<file path="src/data.mem">
// One 32-bit hex word per line, word index 0 first
C0DE0000
C0DE0001
C0DE0002
C0DE0003
C0DE0004
C0DE0005
C0DE0006
C0DE0007
C0DE0008
C0DE0009
C0DE000A
C0DE000B
C0DE000C
C0DE000D
C0DE000E
C0DE000F

</file>
<file path="src/logic/mem_pkg.sv">
`default_nettype none

package mem_pkg;

  localparam int DATA_WIDTH = 32;  // Data word
  localparam int ADDR_WIDTH = 32;  // Byte address
  localparam int RAM_DEPTH = 16;  // Words in the data RAM
  localparam int RAM_INDEX_WIDTH = $clog2(RAM_DEPTH);  // Word index, taken from addr[5:2]
  localparam int ROB_INDEX_WIDTH = 3;  // Eight reorder-buffer entries
  localparam int QUEUE_DEPTH = 4;  // Issue queue entries, also the dispatcher's initial credits
  localparam int QUEUE_PTR_WIDTH = $clog2(QUEUE_DEPTH);
  localparam int QUEUE_COUNT_WIDTH = $clog2(QUEUE_DEPTH + 1);  // Counts 0 to QUEUE_DEPTH
  localparam int LOAD_LATENCY = 3;  // Acceptance edge to first valid result
  localparam int LATENCY_COUNT_WIDTH = $clog2(LOAD_LATENCY);
  localparam int PAYLOAD_WIDTH = ADDR_WIDTH + DATA_WIDTH;  // Both union members share this
  localparam int LOAD_PAD_WIDTH = PAYLOAD_WIDTH - ROB_INDEX_WIDTH - ADDR_WIDTH;
  localparam string RAM_INIT_FILE = "/design/src/data.mem";  // Preload image, hex words

  // Load view of the payload word
  typedef struct packed {
    logic [ROB_INDEX_WIDTH-1:0] rob_ix;  // Destination entry in the reorder buffer
    logic [LOAD_PAD_WIDTH-1:0] pad;  // Zero filled by the dispatcher
    logic [ADDR_WIDTH-1:0] addr;  // Byte address of the word
  } load_fields_t;

  // Store view of the same word
  typedef struct packed {
    logic [ADDR_WIDTH-1:0] addr;  // Byte address of the word
    logic [DATA_WIDTH-1:0] data;  // Word to write
  } store_fields_t;

  // One 64-bit payload, decoded by is_store
  typedef union packed {
    load_fields_t load;
    store_fields_t store;
  } mem_payload_t;

  typedef struct packed {
    logic is_store;  // 1 selects the store view
    mem_payload_t payload;
  } mem_op_t;  // 65 bits

  typedef struct packed {
    logic [ROB_INDEX_WIDTH-1:0] rob_ix;  // Copied from the load at acceptance
    logic [DATA_WIDTH-1:0] data;  // Word read from the RAM
  } load_result_t;  // 35 bits

endpackage

`default_nettype wire
</file>
<file path="src/logic/mem_subsystem.sv">
`timescale 1ns/10ps
`default_nettype none

module mem_subsystem (
  input logic clk_in,
  input logic reset,
  input logic flush,  // Empties the queue, cancels a pending load
  input logic op_valid,  // Dispatcher side, credit based
  input mem_pkg::mem_op_t op,
  output logic credit,
  output logic result_valid,  // Consumer side
  output mem_pkg::load_result_t result,
  input logic result_read
);
  import mem_pkg::*;

  logic issue_valid;  // Queue head present
  mem_op_t issue_op;
  logic issue_ready;  // Memory unit idle

  mem_issue_queue mem_issue_queue_inst (
    .clk_in,
    .reset,
    .flush,
    .op_valid,
    .op,
    .credit,
    .issue_valid,
    .issue_op,
    .ready(issue_ready)
  );

  mem_unit mem_unit_inst (
    .clk_in,
    .reset,
    .flush,
    .issue_valid,
    .issue_op,
    .ready(issue_ready),
    .result_valid,
    .result,
    .result_read
  );

endmodule

`default_nettype wire

</file>
<file path="src/logic/mem_issue_queue.sv">
`timescale 1ns/10ps
`default_nettype none

module mem_issue_queue (
  input logic clk_in,
  input logic reset,
  input logic flush,  // Drops every entry, no credit for them
  input logic op_valid,  // One operation per pulse from the dispatcher
  input mem_pkg::mem_op_t op,
  output logic credit,  // One pulse per entry that leaves
  output logic issue_valid,
  output mem_pkg::mem_op_t issue_op,  // Head entry
  input logic ready  // From the memory unit
);
  import mem_pkg::*;

  mem_op_t entries [QUEUE_DEPTH];  // Circular buffer
  logic [QUEUE_PTR_WIDTH-1:0] rd_ptr;  // Head
  logic [QUEUE_PTR_WIDTH-1:0] wr_ptr;  // Next free slot
  logic [QUEUE_COUNT_WIDTH-1:0] count;  // Occupied entries
  logic push;
  logic pop;

  // Credits bound the dispatcher, so a push never meets a full queue
  assign push = op_valid && !flush;
  assign pop = issue_valid && ready && !flush;  // Same condition the memory unit accepts on

  assign issue_valid = (count != '0);
  assign issue_op = entries[rd_ptr];

  // Entry storage
  always_ff @(posedge clk_in) begin
    if (push) begin
      entries[wr_ptr] <= op;
    end
  end

  // Pointers, occupancy and credit return
  always_ff @(posedge clk_in) begin
    if (reset || flush) begin
      rd_ptr <= '0;
      wr_ptr <= '0;
      count <= '0;
      credit <= 1'b0;
    end else begin
      if (push) begin
        wr_ptr <= (wr_ptr == QUEUE_PTR_WIDTH'(QUEUE_DEPTH - 1)) ? '0 : wr_ptr + 1'b1;
      end
      if (pop) begin
        rd_ptr <= (rd_ptr == QUEUE_PTR_WIDTH'(QUEUE_DEPTH - 1)) ? '0 : rd_ptr + 1'b1;
      end
      count <= count + QUEUE_COUNT_WIDTH'(push) - QUEUE_COUNT_WIDTH'(pop);
      credit <= pop;  // Pulse follows the pop edge
    end
  end

endmodule

`default_nettype wire

</file>
<file path="src/logic/mem_unit.sv">
`timescale 1ns/10ps
`default_nettype none

module mem_unit (
  input logic clk_in,
  input logic reset,
  input logic flush,  // Cancels a load in progress
  input logic issue_valid,  // Head of the issue queue is present
  input mem_pkg::mem_op_t issue_op,
  output logic ready,  // High only while idle
  output logic result_valid,  // Held until result_read
  output mem_pkg::load_result_t result,
  input logic result_read
);
  import mem_pkg::*;

  typedef enum logic [1:0] {
    state_idle,  // Ready for an operation
    state_wait_one,  // RAM first stage loading
    state_wait_two,  // RAM output settling, counts out the latency
    state_hold  // Result presented to the consumer
  } state_t;

  state_t state;
  logic accept;  // Transfer from the queue this cycle
  logic load_accept;
  logic [ADDR_WIDTH-1:0] op_addr;  // Address from whichever view applies
  logic [RAM_INDEX_WIDTH-1:0] op_index;
  logic [RAM_INDEX_WIDTH-1:0] load_index;  // Word index kept for the RAM read
  logic [RAM_INDEX_WIDTH-1:0] ram_index;
  logic ram_we;
  logic [DATA_WIDTH-1:0] ram_rdata;
  logic [LATENCY_COUNT_WIDTH-1:0] wait_count;  // Edges left until the result is valid

  assign ready = (state == state_idle);
  assign accept = issue_valid && ready && !flush;  // Nothing taken on a flush edge
  assign load_accept = accept && !issue_op.is_store;

  // Decode the payload union by operation kind
  assign op_addr = issue_op.is_store ? issue_op.payload.store.addr
                                     : issue_op.payload.load.addr;
  assign op_index = op_addr[RAM_INDEX_WIDTH+1:2];  // Word select, byte offset ignored

  assign ram_we = accept && issue_op.is_store;  // Stores commit at acceptance
  assign ram_index = ready ? op_index : load_index;  // Hold the load's word while busy

  data_ram data_ram_inst (
    .clk_in,
    .reset,
    .we(ram_we),
    .index(ram_index),
    .wdata(issue_op.payload.store.data),
    .rdata(ram_rdata)
  );

  // Control FSM
  always_ff @(posedge clk_in) begin
    if (reset || flush) begin
      state <= state_idle;
      result_valid <= 1'b0;
      wait_count <= '0;
    end else begin
      case (state)
        state_idle: begin
          if (load_accept) begin
            state <= state_wait_one;
            wait_count <= LATENCY_COUNT_WIDTH'(LOAD_LATENCY - 1);
          end
        end
        state_wait_one: begin
          state <= state_wait_two;
          wait_count <= wait_count - 1'b1;
        end
        state_wait_two: begin
          if (wait_count == '0) begin
            state <= state_hold;
            result_valid <= 1'b1;  // First valid cycle follows this edge
          end else begin
            wait_count <= wait_count - 1'b1;
          end
        end
        state_hold: begin
          if (result_read) begin
            state <= state_idle;  // ready returns with the drop of valid
            result_valid <= 1'b0;
          end
        end
        default: state <= state_idle;
      endcase
    end
  end

  // Load payload, stable for the whole hold
  always_ff @(posedge clk_in) begin
    if (load_accept) begin
      load_index <= op_index;
      result.rob_ix <= issue_op.payload.load.rob_ix;
    end
    if (state == state_wait_two && wait_count == '0) begin
      result.data <= ram_rdata;  // RAM output has been steady since wait_one
    end
  end

endmodule

`default_nettype wire

</file>
<file path="src/logic/data_ram.sv">
`timescale 1ns/10ps
`default_nettype none

module data_ram (
  input logic clk_in,
  input logic reset,  // Clears the output registers only
  input logic we,  // Write strobe, one word per cycle
  input logic [mem_pkg::RAM_INDEX_WIDTH-1:0] index,  // Shared by read and write
  input logic [mem_pkg::DATA_WIDTH-1:0] wdata,
  output logic [mem_pkg::DATA_WIDTH-1:0] rdata  // Two cycles after index
);
  import mem_pkg::*;

  logic [DATA_WIDTH-1:0] mem [RAM_DEPTH];  // Storage array
  logic [DATA_WIDTH-1:0] read_stage;  // First read register

  // Contents come from the hex image at startup
  initial begin
    $readmemh(RAM_INIT_FILE, mem);
  end

  // Array write, contents survive reset and flush
  always_ff @(posedge clk_in) begin
    if (we) begin
      mem[index] <= wdata;
    end
  end

  // Write-first read path with a second output register
  always_ff @(posedge clk_in) begin
    if (reset) begin
      read_stage <= '0;
      rdata <= '0;
    end else begin
      read_stage <= we ? wdata : mem[index];  // New word bypasses the array on a write
      rdata <= read_stage;  // Output register
    end
  end

endmodule

`default_nettype wire

</file>
<file path="config.mk">
export PLATFORM = sky130hd
export DESIGN_NAME = mem_subsystem
export DESIGN_NICKNAME = d
export VERILOG_FILES = /design/src/logic/mem_pkg.sv /design/src/logic/mem_subsystem.sv /design/src/logic/mem_issue_queue.sv /design/src/logic/mem_unit.sv /design/src/logic/data_ram.sv
export SDC_FILE = /design/constraint.sdc
export NUM_CORES = 1
export LEC_CHECK = 0
export ABC_AREA = 1
export BUFFER_PORTS_ARGS = -buffer_cell sky130_fd_sc_hd__buf_4
export CORE_AREA = 2 2 241 243
export DETAILED_ROUTE_END_ITERATION = 8
export DIE_AREA = 0 0 243 245
export PLACE_DENSITY = 0.79
export SLEW_MARGIN = 15
export SYNTH_ARGS = -nofsm -noshare
export SYNTH_HDL_FRONTEND = slang
export SYNTH_HIERARCHICAL = 1
export SYNTH_SLANG_ARGS = --single-unit
</file>
<file path="constraint.sdc">
create_clock -name clk_in -period 4.7 [get_ports clk_in]
set_clock_uncertainty 0.15 [all_clocks]
set_input_delay 0.47 -clock clk_in [delete_from_list [all_inputs] [get_ports clk_in]]
set_output_delay 0.47 -clock clk_in [all_outputs]
set_load 0.1 [all_outputs]
</file>
=== Yosys cells after proc, flatten, opt, wreduce, memory -nomap -nowiden ===
Memories as Yosys holds them, arrays and structs flattened. A register that Yosys moved wholly into a read port is not among the register bits.
Cells that the tools add are included.
Widths: inputs -> output; s select.

* Add/sub/neg operators: 5
* Multiply operators: 0
* Div/mod/pow operators: 0
* $lt $le $gt $ge: 0
* Eq/ne operators: 9
* Shifts and indexed selects: 0
* Muxes and demuxes: 20
* Bitwise gates (word level): 0
* Reductions and logical operators: 17

{| class="wikitable"
|+ Operators with widths
! operator !! number
|-
| $mux 2 || 9
|-
| $reduce_and 3->1 || 3
|-
| $eq 2x2->1 const B || 4
|-
| $pmux 2 s4 || 1
|-
| $logic_and 1x1->1 || 6
|-
| $mux 1 || 6
|-
| $mux 6 || 1
|-
| $ne 2x2->1 const B || 3
|-
| $pmux 2 s3 || 1
|-
| $reduce_bool 3->1 || 2
|-
| $add 2x1->2 const B || 2
|-
| $logic_not 2->1 || 2
|-
| $mux 4 || 1
|-
| $add 3x1->3 || 1
|-
| $sub 3x1->3 || 1
|-
| $eq 2x1->1 const B || 1
|-
| $logic_not 1->1 || 2
|-
| $ne 2x1->1 const B || 1
|-
| $pmux 1 s2 || 1
|-
| $reduce_bool 2->1 || 1
|-
| $sub 2x1->2 const B || 1
|-
| $logic_or 1x1->1 || 1
|}

* Register bits: 84
* Latch bits: 0
* Memory bits (writable): 772
* Memory bits (read-only): 0
* Bits of input ports: 70
* Output and inout bits: 37
* Memories kept: 2

{| class="wikitable"
|+ Memory list
! name !! words !! width !! rd ports !! clocked after memory_dff !! write ports !! RTL line !! RTL
|-
| mem_unit_inst.data_ram_inst.mem || 16 || 32 || 1 || 1 || 1 || data_ram.sv:14 || <nowiki>logic [DATA_WIDTH-1:0] mem [RAM_DEPTH];</nowiki>
|-
| mem_issue_queue_inst.entries || 4 || 65 || 1 || 1 || 1 || mem_issue_queue.sv:17 || <nowiki>mem_op_t entries [QUEUE_DEPTH];</nowiki>
|}

=== Logic depth before layout (Yosys ltp) ===
* Word-level depth: 6
* Depth in mapped cells: 21

=== Cells and area by module ===
The synthesis kept the hierarchy.

{| class="wikitable"
|+ Modules (own cells, without submodules)
! module !! instances !! cells each !! area an instance (um^2) !! sequential area each (um^2)
|-
| data_ram || 1 || 2103 || 22922.0 || 16656.0
|-
| mem_issue_queue || 1 || 697 || 10462.5 || 8007.7
|-
| mem_unit || 1 || 118 || 1667.8 || 1271.2
|}

=== Worst setup path after synthesis ===
No wires, ideal clock.

* Path kind: register to register
* Start: register (tool-made name)
* End: memory mem_unit_inst.data_ram_inst.mem[3][0], enable pin
* Setup time: 0.421 ns
* Arrival time: 3.774 ns
* Data required time: 4.129 ns
* Path slack: 0.355 ns
* Cell stages (with the launch flop): 14
* Path buffers: 6
* Period minus slack after synthesis: 4.345 ns
* Path through: dfxtp_1 > buf_6 > inv_6 > buf_12 > buf_6 > nor2_1 > o22ai_1 > nand2_1 > a31oi_1 > buf_4 > buf_2 > buf_2 > nand3_1 > nor2_1

{| class="wikitable"
|+ RTL lines
! element !! RTL line
|-
| to (decl) || data_ram.sv:14
|}

==> reports/metrics.yaml <==
status: "completed"
clock_path_buffers: 3
clk_pin_slew_ns: 0.06
worstPathMaxFanout: 29
nets: 2888
tns_ns: 0
wl_per_cell_um: 19.5
drc: 0
core_area_um2: 57000
cts_tree: "done"
hold_ws_ns: 0.0400
vias: 20200
antenna_found_initial: 0
clock-sinks: 790
post-route-min-period_ns: 3.70
clk_latency_ns: 0.63
comb_power_share_pct: 12.0
fmax_mhz: 270
routed_wl_mm: 70.7
finish.instance_area_um2: 35700
p_leak_nw: 13.6
rsz0062_at_grt: "no"
critPathKind: "flop to flop"
synth.avg_cell_area_um2: 11.7
die_area_um2: 59500
hold_start: "reset"
dp.cells: 3448
dp_hpwl_mm: 38.4
p_per_area_nw_per_um2: 438
die_y_um: 245
end_kind: "flop"
io_pins: 107
htreeDepth: 3
drt-initial-drc-count: 2234
cp.required_ns: 5.07
gp_congestion: 0.784
fp.dieW_um: 243
insertedDiodeCount: 0
cts_buffers: 78
seqPwrFrac_pct: 50.5
max-cap-violations: 0
pwr-share-clk_pct: 37.5
grt_max_degree: 173
stdcell_count: 3632
synthesis.area_um2: 31400
viasPerCell: 5.56
dr.pass1.iters: 5
peakVddDrop_uv: 395
internal_power_mw: 11.7
synth_nets: 2769
rr_worst_depth: 12
tightest_slew_ns: 1.11
hold_class: "input pin to flop"
grt_pass1_wl_mm: 109
ys_warn_count: 6
root_buffer: "clkbuf_16"
post_cts_resized: 0
ant_nets: 0
hold_viol: 0
holdPathStages: 2
io_buffer_count: 81
sw_frac_of_total_pct: 25.4
rows: 88
startpoint_type: "flop"
grt_overflow: 0
grt_usage_pct: 23.7
slew_headroom_pct: 25.5
placed_cell_area_um2: 32900
setup_violations: 0
grt_pass1_vias: 20000
power_switching_mw: 3.97
worst-endpoint-arrival_ns: 4.07
area.growth.synth_to_final_pct: 13.8
synthCells: 2685
slew_viol_final: 0
drive_gt1_share_pct: 12.1
start_util_pct: 55.0
fin_crit_sh_pct: 78.8
-- area by class of cell --
type | count | area (um2)
repair buffers | 191 | 1640
clock inverters | 44 | 334
inverters | 72 | 283
fillers | 4134 | 21300
flip-flops and latches | 790 | 22900
multi-input cells | 1671 | 7500
clock buffers | 99 | 2070
well taps | 765 | 957
-- sequential cells by signal (all words and copies together), names as in the netlist, named ones only --
register / count
mem_unit_inst/data_ram_inst/read_stage: 32
mem_issue_queue_inst/rd_ptr: 2
mem_issue_queue_inst/entries: 160
mem_unit_inst/data_ram_inst/rdata: 32
mem_unit_inst/result_valid: 1
mem_unit_inst/wait_count: 2
mem_issue_queue_inst/credit: 1
mem_issue_queue_inst/wr_ptr: 2
mem_unit_inst/result: 35
mem_unit_inst/data_ram_inst/mem: 512
mem_issue_queue_inst/count: 3
mem_unit_inst/state: 2
mem_unit_inst/load_index: 4
-- per-layer routing --
metal  global-route usage [%]  share of wire [%]  vias to the layer above
li1                         -                  -                     9346
met1                     29.8                 38                     9675
met2                     41.0                 50                      974
met3                     3.50                8.0                      196
met4                     10.3                3.6                        0
met5                        0                  0                        -
-- what timing repair did --
action | in CTS | in global routing
setup buffers | 0 | 0
hold buffers | 41 | 0
hold endpoints to repair | 161 | 0
-- power by group through the flow --
| stage | sequential [mW] | combinational, mW | clock (mW) |
|---|---|---|---|
| floorplan | 8.08 | 1.27 | 0 |
| global placement | 8.04 | 1.74 | 0 |
| detailed placement | 8.04 | 1.81 | 0 |
| CTS | 7.89 | 1.85 | 5.95 |
| global route | 7.90 | 2.07 | 6.24 |
| finish | 7.89 | 1.88 | 5.86 |
-- worst paths after layout --
check	to	slack, ns
setup / recovery	mem_unit_inst/data_ram_inst/read_stage[17]$_SDFF_PP0_	1.0
hold / removal	mem_issue_queue_inst/credit$_SDFF_PP0_	0.04
setup reg to reg	mem_unit_inst/data_ram_inst/read_stage[17]$_SDFF_PP0_	1.0
hold reg to reg	mem_unit_inst/data_ram_inst/rdata[24]$_SDFF_PP0_	0.25
-- stage by stage --
step | utilization, % | setup WS (ns) | power, mW
floorplan | - | 0.383 | 9.35
global placement | 57.6 | 1.10 | 9.78
detailed placement | 57.6 | 1.03 | 9.85
CTS | 62.6 | 1.03 | 15.7
global route | 62.6 | 0.766 | 16.2
finish | 62.6 | 0.996 | 15.6
-- layout by cell type, fill, tap and decap left out, types with 3 or more instances in the layout --
cell,n
a21oi_1,6
buf_12,8
buf_4,142
bufinv_16,3
clkbuf_1,18
clkbuf_16,79
clkinv_1,14
clkinv_2,15
clkinvlp_4,5
dfxtp_1,78
dlygate4sd3_1,41
edfxtp_1,711
ha_1,13
inv_1,66
inv_2,3
inv_6,5
nand2_1,1057
nand2_4,3
nand3_1,168
nand4_1,32
nor2_1,181
nor2_2,4
nor2_4,41
o21ai_0,100
o21ai_1,12
o21ai_2,3
o22ai_1,16
o22ai_2,24
-- worst max-delay path: stages (launching register included) --
cell and delay [ns]:
dfxtp_1 0.61, buf_4 0.43, o21ai_0 0.17, o22ai_1 0.21, nand2_1 0.10, a31oi_1 0.56
nand2_1 0.41, inv_1 0.17, buf_4 0.34, nand2_1 0.10, nand3_1 0.09, nor2_1 0.04
nor2_1 0.22
No activity file was read; power rests on OpenSTA's default activity.
